[config.mk]
export PLATFORM = sky130hd
export DESIGN_NAME = pifo_sram_node
export DESIGN_NICKNAME = d
export VERILOG_FILES = /design/src/hdl/pifo_slot_pkg.sv /design/src/hdl/pifo_ctrl_pkg.sv /design/src/hdl/pifo_cmd_decode.sv /design/src/hdl/pifo_node_update.sv /design/src/hdl/pifo_slot_select.sv /design/src/hdl/pifo_sram_node.sv
export SDC_FILE = /design/constraint.sdc
export NUM_CORES = 1
export LEC_CHECK = 0
export ABC_AREA = 0
export BUFFER_PORTS_ARGS = -buffer_cell sky130_fd_sc_hd__buf_2
export CAP_MARGIN = 20
export CORE_AREA = 2 2 204 206
export CTS_BUF_LIST = sky130_fd_sc_hd__clkbuf_4 sky130_fd_sc_hd__clkbuf_8 sky130_fd_sc_hd__clkbuf_16
export CTS_CLUSTER_DIAMETER = 60
export DETAILED_ROUTE_END_ITERATION = 10
export DIE_AREA = 0 0 206 208
export HOLD_SLACK_MARGIN = 0.1
export PLACE_DENSITY = 0.71
export SETUP_SLACK_MARGIN = 0.3
export SYNTH_ARGS = -nofsm -noshare
export SYNTH_HDL_FRONTEND = slang
export SYNTH_SLANG_ARGS = --single-unit
[constraint.sdc]
create_clock -name i_clk -period 32.4 [get_ports i_clk]
set_input_delay 4.86 -clock i_clk [delete_from_list [all_inputs] [get_ports i_clk]]
set_output_delay 4.86 -clock i_clk [all_outputs]
set_load 0.02 [all_outputs]
[src/hdl/pifo_slot_pkg.sv]
package pifo_slot_pkg;

    // ------------------------------------------------------------------------
    // Widths
    // ------------------------------------------------------------------------
    localparam int PRIO_W     = 16;  // Priority payload
    localparam int CNT_W      = 10;  // Sub-tree occupancy
    localparam int SLOTS      = 8;
    localparam int SLOT_IDX_W = 3;
    localparam int ADDR_W     = 9;   // Node address within a level

    typedef logic [PRIO_W-1:0] prio_t;
    typedef logic [CNT_W-1:0]  cnt_t;

    // Empty slot marker
    localparam prio_t PRIO_EMPTY = '1;

    // ------------------------------------------------------------------------
    // Node storage
    // ------------------------------------------------------------------------
    typedef struct packed {
        cnt_t  cnt;   // Entries held in this slot and below it
        prio_t prio;
    } slot_t;

    typedef slot_t [SLOTS-1:0] node_word_t;  // Slot 0 in the low bits

    // Request to the node one level down
    typedef struct packed {
        logic              push;
        logic              pop;
        prio_t             data;
        logic [ADDR_W-1:0] addr;
    } child_req_t;

    typedef struct packed {
        logic       write;
        node_word_t word;
    } sram_wr_t;

    typedef struct packed {
        logic [SLOT_IDX_W-1:0] min_cnt_slot;   // Push target
        logic [SLOT_IDX_W-1:0] min_prio_slot;  // Pop source
    } slot_pick_t;

endpackage

[src/hdl/pifo_ctrl_pkg.sv]
package pifo_ctrl_pkg;

    import pifo_slot_pkg::*;

    localparam int LEVEL_W = 2;

    typedef enum logic [1:0] {
        ST_IDLE = 2'b00,
        ST_PUSH = 2'b01,
        ST_POP  = 2'b11,
        ST_WB   = 2'b10   // Second write of a pop with the child data merged
    } ctrl_state_e;

    // Command from the parent node
    typedef struct packed {
        logic               push;
        logic               pop;
        prio_t              data;
        logic [ADDR_W-1:0]  addr;
        logic [LEVEL_W-1:0] level;
    } node_cmd_t;

    typedef struct packed {
        ctrl_state_e        state;
        prio_t              data;   // Push value or zero on a pop
        logic [ADDR_W-1:0]  addr;
        logic [LEVEL_W-1:0] level;
    } node_ctx_t;

endpackage

[src/hdl/pifo_cmd_decode.sv]
`timescale 1ns/1ps

module pifo_cmd_decode import pifo_ctrl_pkg::*; #(
    parameter int NUM_LEVELS = 4
) (
    input  logic      i_clk,
    input  logic      i_arst_n,
    input  node_cmd_t i_cmd,
    output logic      o_read,
    output node_ctx_t o_ctx
);

    localparam logic [LEVEL_W-1:0] LEVEL_MASK = LEVEL_W'(NUM_LEVELS - 1);
    localparam node_ctx_t CTX_IDLE = '{state: ST_IDLE, default: '0};

    node_ctx_t ctx_q;
    logic      accept;      // Free to take a new command
    logic      single_cmd;  // Exactly one of push and pop

    // Level field must cover every level of the tree
    if ((NUM_LEVELS < 2) || (NUM_LEVELS > (1 << LEVEL_W)) ||
        ((NUM_LEVELS & (NUM_LEVELS - 1)) != 0)) begin : g_bad_levels
        $error("NUM_LEVELS must be a power of two between 2 and 2**LEVEL_W");
    end

    assign accept     = (ctx_q.state != ST_POP);
    assign single_cmd = i_cmd.push ^ i_cmd.pop;

    // ------------------------------------------------------------------------
    // Controller state and latched node context
    // ------------------------------------------------------------------------
    always_ff @(posedge i_clk or negedge i_arst_n) begin
        if (!i_arst_n) begin
            ctx_q <= CTX_IDLE;
        end else if (!accept) begin
            ctx_q.state <= ST_WB;  // Keep addr and level for the final write
        end else if (single_cmd) begin
            ctx_q.addr  <= i_cmd.addr;
            ctx_q.level <= i_cmd.level & LEVEL_MASK;
            if (i_cmd.push) begin
                ctx_q.state <= ST_PUSH;
                ctx_q.data  <= i_cmd.data;
            end else begin
                ctx_q.state <= ST_POP;
                ctx_q.data  <= '0;
            end
        end else begin
            ctx_q <= CTX_IDLE;     // Idle or push+pop together
        end
    end

    // Node word is fetched while the command is being latched
    assign o_read = single_cmd & accept;
    assign o_ctx  = ctx_q;

endmodule

[src/hdl/pifo_node_update.sv]
`timescale 1ns/1ps

module pifo_node_update
    import pifo_slot_pkg::*;
    import pifo_ctrl_pkg::*;
#(
    parameter int NUM_LEVELS = 4
) (
    input  node_ctx_t  i_ctx,
    input  node_word_t i_word,
    input  slot_pick_t i_pick,
    input  prio_t      i_child_pop_data,
    output sram_wr_t   o_wr,
    output child_req_t o_child,
    output prio_t      o_pop_data
);

    slot_t cnt_slot;   // Slot chosen for a push
    slot_t prio_slot;  // Slot chosen for a pop
    logic  is_leaf;

    // Children of a node sit at 8*addr + slot on the next level
    function automatic logic [ADDR_W-1:0] child_addr(
        input logic [ADDR_W-1:0]     addr,
        input logic [SLOT_IDX_W-1:0] slot
    );
        return ADDR_W'({addr, slot});
    endfunction

    assign cnt_slot  = i_word[i_pick.min_cnt_slot];
    assign prio_slot = i_word[i_pick.min_prio_slot];
    assign is_leaf   = (i_ctx.level == LEVEL_W'(NUM_LEVELS - 1));

    // ------------------------------------------------------------------------
    // Write word, child request and pop result
    // ------------------------------------------------------------------------
    always_comb begin
        node_word_t new_word;

        new_word   = i_word;
        o_wr       = '0;
        o_child    = '0;
        o_pop_data = PRIO_EMPTY;

        unique case (i_ctx.state)
            ST_PUSH: begin
                new_word[i_pick.min_cnt_slot].cnt = cnt_slot.cnt + 1'b1;
                o_child.addr = child_addr(i_ctx.addr, i_pick.min_cnt_slot);
                if (cnt_slot.prio == PRIO_EMPTY) begin
                    new_word[i_pick.min_cnt_slot].prio = i_ctx.data;
                end else begin
                    o_child.push = !is_leaf;  // Leaf has nowhere to send it
                    if (i_ctx.data < cnt_slot.prio) begin
                        new_word[i_pick.min_cnt_slot].prio = i_ctx.data;
                        o_child.data = cnt_slot.prio;   // Displaced value moves down
                    end else begin
                        o_child.data = i_ctx.data;
                    end
                end
                o_wr.write = 1'b1;
                o_wr.word  = new_word;
            end

            ST_POP, ST_WB: begin
                o_pop_data = prio_slot.prio;
                // The child's refill value is final only in ST_WB
                new_word[i_pick.min_prio_slot].prio = i_child_pop_data;
                if (prio_slot.cnt != '0) begin
                    new_word[i_pick.min_prio_slot].cnt = prio_slot.cnt - 1'b1;
                end
                o_child.pop  = (i_ctx.state == ST_POP) && !is_leaf;
                o_child.addr = child_addr(i_ctx.addr, i_pick.min_prio_slot);
                o_wr.write   = 1'b1;
                o_wr.word    = new_word;
            end

            default: begin
                // Idle, nothing to write
            end
        endcase
    end

endmodule

[src/hdl/pifo_slot_select.sv]
`timescale 1ns/1ps

module pifo_slot_select import pifo_slot_pkg::*; (
    input  node_word_t i_word,
    output slot_pick_t o_pick
);

    // ------------------------------------------------------------------------
    // Push goes to the least occupied sub-tree
    // ------------------------------------------------------------------------
    always_comb begin
        cnt_t best_cnt;

        best_cnt            = i_word[0].cnt;
        o_pick.min_cnt_slot = '0;
        for (int i = 1; i < SLOTS; i++) begin
            // Strict compare keeps the lower index on a tie
            if (i_word[i].cnt < best_cnt) begin
                best_cnt            = i_word[i].cnt;
                o_pick.min_cnt_slot = SLOT_IDX_W'(i);
            end
        end
    end

    // ------------------------------------------------------------------------
    // Pop comes from the smallest priority
    // ------------------------------------------------------------------------
    always_comb begin
        prio_t best_prio;

        best_prio            = i_word[0].prio;
        o_pick.min_prio_slot = '0;
        for (int i = 1; i < SLOTS; i++) begin
            if (i_word[i].prio < best_prio) begin
                best_prio            = i_word[i].prio;
                o_pick.min_prio_slot = SLOT_IDX_W'(i);
            end
        end
    end

endmodule

[src/hdl/pifo_sram_node.sv]
`timescale 1ns/1ps

module pifo_sram_node
    import pifo_slot_pkg::*;
    import pifo_ctrl_pkg::*;
#(
    parameter int NUM_LEVELS = 4
) (
    input  logic               i_clk,
    input  logic               i_arst_n,
    // Parent side
    input  node_cmd_t          i_cmd,
    output prio_t              o_pop_data,
    // Child side
    output child_req_t         o_child,
    input  prio_t              i_child_pop_data,
    output logic [LEVEL_W-1:0] o_level,
    // SRAM side
    output logic               o_read,
    output logic [ADDR_W-1:0]  o_read_addr,
    input  node_word_t         i_read_data,
    output sram_wr_t           o_wr,
    output logic [ADDR_W-1:0]  o_write_addr
);

    node_ctx_t  ctx;
    slot_pick_t pick;

    // ------------------------------------------------------------------------
    // Decode, select and result stages
    // ------------------------------------------------------------------------
    pifo_cmd_decode #(
        .NUM_LEVELS (NUM_LEVELS)
    ) u_decode (
        .i_clk    (i_clk),
        .i_arst_n (i_arst_n),
        .i_cmd    (i_cmd),
        .o_read   (o_read),
        .o_ctx    (ctx)
    );

    pifo_slot_select u_select (
        .i_word (i_read_data),
        .o_pick (pick)
    );

    pifo_node_update #(
        .NUM_LEVELS (NUM_LEVELS)
    ) u_update (
        .i_ctx            (ctx),
        .i_word           (i_read_data),
        .i_pick           (pick),
        .i_child_pop_data (i_child_pop_data),
        .o_wr             (o_wr),
        .o_child          (o_child),
        .o_pop_data       (o_pop_data)
    );

    assign o_read_addr  = i_cmd.addr;  // Read with the incoming command
    assign o_write_addr = ctx.addr;    // Write back to the latched node
    assign o_level      = ctx.level + 1'b1;

endmodule

* Word-level counts from Yosys, hierarchy flattened
Cells that the tools add are included.
Operators by class: add/subtract/negate cells 3, order comparisons 19, equality and inequality tests 6, mux-type cells 57, bitwise gates (word level) 2, reductions and logical operators 6
Operator list (count):
- 208-bit bitwise mux | 4
- 208-bit two-way mux | 3
- 209-bit case mux with 2 select lines | 1
- 26-bit demux with 3-bit select | 4
- 16-bit two-way mux | 12
- 26-bit binary-select mux with 3-bit select | 2
- 16-bit less-than comparator | 8
- 26-bit two-way mux | 4
- 10-bit less-than comparator | 7
- 10-bit two-way mux | 6
- 29-bit two-way mux | 1
- 3-bit two-way mux | 8
- 18-bit two-way mux | 1
- 9-bit case mux with 2 select lines | 1
- 16-bit == test, second input constant | 1
- 10-bit by 1-bit adder with 10-bit output, second input constant | 1
- 2-bit two-way mux | 5
- 10-bit nonzero test | 1
- 10-bit by 1-bit subtractor with 10-bit output, second input constant | 1
- 3-bit by 4-bit less-than comparator with 1-bit output, second input constant | 2
- 2-bit == test, second input constant | 3
- 3-bit by 1-bit greater-or-equal comparator with 1-bit output, second input constant | 2
- 1-bit two-way mux | 5
- 1-bit logical AND | 3
- other kinds (7) | 7
Storage, ports and cells: register bits 29, word-level logic and storage cells 97

* Logic depth before layout (Yosys ltp)
depth after elaboration 23, mapped depth 98, gate-level depth less buffers 86

* By module
From an unflattened synthesis, not the netlist that was laid out.
Unflattened totals: cells, all modules 2448, area, all modules 18497.7 um^2
By module, submodules not included:
- pifo_node_update | instances 1, cells each 1401, area each 10666.5 um^2, seq. area each 0.0 um^2
- pifo_slot_select | instances 1, cells each 924, area each 6459.9 um^2, seq. area each 0.0 um^2
- pifo_cmd_decode | instances 1, cells each 112, area each 1291.2 um^2, seq. area each 725.7 um^2
- pifo_sram_node | instances 1, cells each 11, area each 80.1 um^2, seq. area each 0.0 um^2

* Worst setup path after synthesis
OpenSTA, ideal clock, no wires.
kind in2out, start input port i_read_data[1] (netlist bit), end output port o_wr[102] (netlist bit), arrival time 23777 ps, path slack 3763 ps, stages 89, path buffers 16, cells stage by stage inv_1 -> ha_1 -> a2111o_1 -> a311o_1 -> nor2_1 -> clkbuf_1 -> clkbuf_1 -> a21oi_1 -> ha_1 -> nand4_1 -> nor4b_1 -> nand2_1 -> or3_1 -> nand2_1 -> clkbuf_1 -> clkbuf_1 -> nor2_1 -> a21oi_1 -> (+53 left out) -> a21o_1 -> a21oi_1 -> nor2b_1 -> o21ai_0 -> nand2b_1 -> a221oi_1 -> o21ai_1 -> and4_1 -> o21ai_1 -> buf_2 -> nor2_1 -> nor2_1 -> ha_1 -> nand4_2 -> nor3_4 -> mux2_2 -> nand2b_1 -> o221ai_1
RTL lines:
- start: declaration | line pifo_sram_node.sv:21 | input node_word_t i_read_data,
- end: declaration | line pifo_sram_node.sv:22 | output sram_wr_t o_wr,

==> summary.md <==
| Metric | Value |
|---|---|
| # DRC | 0 |
| Setup violations, final | 0 |
| Worst Slack Setup Final | 1.76 ns |
| Multi-input logic area | 0.0163 mm^2 |
| Hold WC Path Type | register to register |
| IO Count | 528 |
| Top Metal Used | met5 |
| Crit path kind | input port to primary output |
| Max reg flops | 29 |
| Initial Utilization | 0.457 |
| Area post-placement | 0.0214 mm^2 |
| Layout Cells excl Fill | 3656 |
| Width of the die | 206 um |
| Initial antenna violation count | 12 |
| Vias | 26400 |
| RSZ-0062 raised after global routing | false |
| Ys async rst share | 1.00 |
| Hold path start | u_decode.o_ctx[10] |
| Routed wire length on met3 | 13700 um |
| CTS tree | yes |
| Register area | 729 um^2 |
| Clock buffer count from CTS | 5 |
| Critical path data arrival time | 25.78 ns |
| Synth top cells by count | mux2i_1, nand2_1, a21oi_1 |
| Slowest stage cell, crit path | a21o_1 |
| Run status | completed |
| Worst slew margin | 0.221 |
| Worst hold endpoint | u_decode.o_ctx[10] |
| Cells on worst reg2reg path | 4 |
| Post-synth EDFFs | 0 |
| Vias per cell | 7.21 |
| Row count | 74 |
| Crit path required time | 27.54 ns |
| Worst skew pair latency | 0.27 ns |
| CP startpoint kind | input port |
| Launch point of the worst reg-to-reg path | u_decode.o_ctx[28] |
| Final Max Slew Viols | 0 |
| CP Launch Point | i_read_data[17] |
| Die Y | 208 um |
| Area grow syn2layout | 16.9% |
| Synth cell types | 100 |
| Synth Instances | 2753 |
| Netlist Area Pre-Place | 0.0185 mm^2 |
| Fin area | 0.0217 mm^2 |
| Yosys top cell area share | 0.172 |
| Pre-CTS setup slack | 1.24 ns |
| P per Cell Area | 104 mW/mm^2 |
| Dpl hpwl | 87900 um |
| Final period utilization | 0.946 |
| Layout Nets | 3552 |
| Syn_nets | 3187 |
| Gr usage total | 0.502 |
| Reg clk slew, reported paths | 0.05 ns |
| Vias in the first global route | 24800 |
| Clock sink count | 29 |
| DR WL/cell | 31.1 um |
| Metal2 WL | 48200 um |
| GRT overflow | 0 |
| First-pass GRT wire length | 162000 um |
| Cts hold-fix bufs | 0 |
| Top post-synthesis cells by area | mux2i_1, ha_1, a21oi_1, nand2_1, o22ai_1 |
| Hold Fails Final Rpt | 0 |
| Synth warn | 0 |
| Setup tns final | 0 ns |
| Die Footprint | 0.0428 mm^2 |
| 1st-pass router iterations | 9 |
| Initial DRC count | 3897 |
| Final min period | 30.64 ns |
| Final ANT Viol Nets | 0 |
| Met1 WL | 38700 um |
| Max incr delay on CP | 0.76 ns |
| FMAX | 0.0326 GHz |
| GPL Wtd Cong | 1.06 |
| Placed cells | 3634 |
| Crit path top cell by count | a21o_1 |
| Leak pwr | 11.2 nW |
| Crit end category | primary output |
| Seq cells post-synth | 29 |
| Dominant cell type by area after synthesis | mux2i_1 |
| Syn Area/Cell | 6.73 um^2 |
| Layout cells sized above 1 | 0.225 |
| Register area share after synthesis | 0.0392 |
| Worst Max-Slew Pin Slew | 1.16 ns |
| Peak VDD IR | 0.0577 mV |
| Hold Path Depth | 2 |
| Fillers | 4063 |
| Final WL | 114000 um |
| Core area | 0.0406 mm^2 |
| H-tree levels | 2 |
| IO Port Bufs | 527 |
| Dominant synthesized flop cell | dfrtp_1 |
| Root Driver | clkbuf_16 |
| R2R Path End | u_decode.o_ctx[18] |
| Top-count cell post-synth | mux2i_1 |
| Critical-path maximum fanout | 25 |
| Max Buffers Root-to-Sink | 2 |
| Post-route clock skew | 0.00304 ns |
| Max Cap Viol | 0 |
| Pin count of the biggest net entering global routing | 77 |
| FF-to-FF setup slack | 30.13 ns |
area by class of cell:
class / count / area share
Inverter: 132 / 0.0231
Sequential cell: 29 / 0.0337
Multi-Input combinational cell: 2343 / 0.755
Tap cell: 532 / 0.0307
Timing Repair Buffer: 607 / 0.150
Clock buffer: 7 / 0.00705
Clock inverter: 1 / 0.000231
Antenna cell: 5 / 0.000578
where the power goes:
group | switching [mW] | total (mW) | leakage [nW] | internal [mW]
sequential | 0.0139 | 0.0535 | 0.381 | 0.0396
combinational | 1.47 | 2.15 | 10.7 | 0.677
clock | 0.0146 | 0.0470 | 0.0799 | 0.0324
total | 1.50 | 2.25 | 11.2 | 0.749
critical path, delay by kind of cell:
family / cells / cell delay [ns]
mux: 2 / 0.67
fa+ha+maj: 8 / 2.22
compound gates: 54 / 11.16
simple gates: 15 / 3.96
buf+inv: 13 / 2.81
cells in the final DEF (no fill, tap or decap), types with 14 or more instances in the layout:
cell / n
nand2b_1: 31
a32oi_1: 15
mux2i_1: 319
ha_1: 179
a22o_1: 17
nor2_1: 219
mux2_2: 22
and3_1: 16
nand4_1: 43
o22ai_1: 142
a21o_1: 72
nor3_1: 38
buf_4: 77
or4_1: 27
o211ai_1: 71
buf_2: 528
o221ai_1: 54
nand2_1: 273
inv_1: 129
nor2b_1: 16
o21ai_1: 18
a21oi_1: 261
xnor2_1: 17
nand3_1: 99
dfrtp_1: 28
a31oi_1: 14
o21ai_0: 137
cells by family after synthesis:
kind of cell,Yosys count,share of synthesized area
compound gates,961,0.342
xor+xnor,24,0.0113
fa+ha+maj,183,0.123
buf+inv,381,0.0856
flops,29,0.0392
mux,343,0.187
simple gates,832,0.212
worst max-delay path by stage:
stage / end / cells after the start
4_1_cts: o_wr[129] / 77
3_3_place_gp: o_wr[129] / 77
5_1_grt: o_wr[206] / 79
3_5_place_dp: o_wr[129] / 77
6_report: o_wr[197] / 92
2_1_floorplan: o_wr[102] / 89
stage by stage:
stage | total power, mW | hold slack [ns] | utilization
2_1_floorplan | 1.40 | 0.451 | -
3_3_place_gp | 2.07 | 0.460 | 0.527
3_5_place_dp | 2.09 | 0.474 | 0.528
4_1_cts | 2.15 | 0.485 | 0.532
5_1_grt | 2.35 | 0.506 | 0.534
6_report | 2.25 | 0.487 | 0.534
layer usage:
layer | vias up | track usage
li1 | 11100 | -
met1 | 12200 | 0.563
met2 | 2301 | 0.777
met3 | 758 | 0.130
met4 | 16 | 0.453
met5 | - | 0
timing repair:
item / CTS / global route
setup buffers: 0 / 2
endpoints found under the setup margin: 0 / 77
gates resized for setup: 0 / 2
Power figures use the tool's default switching activity.
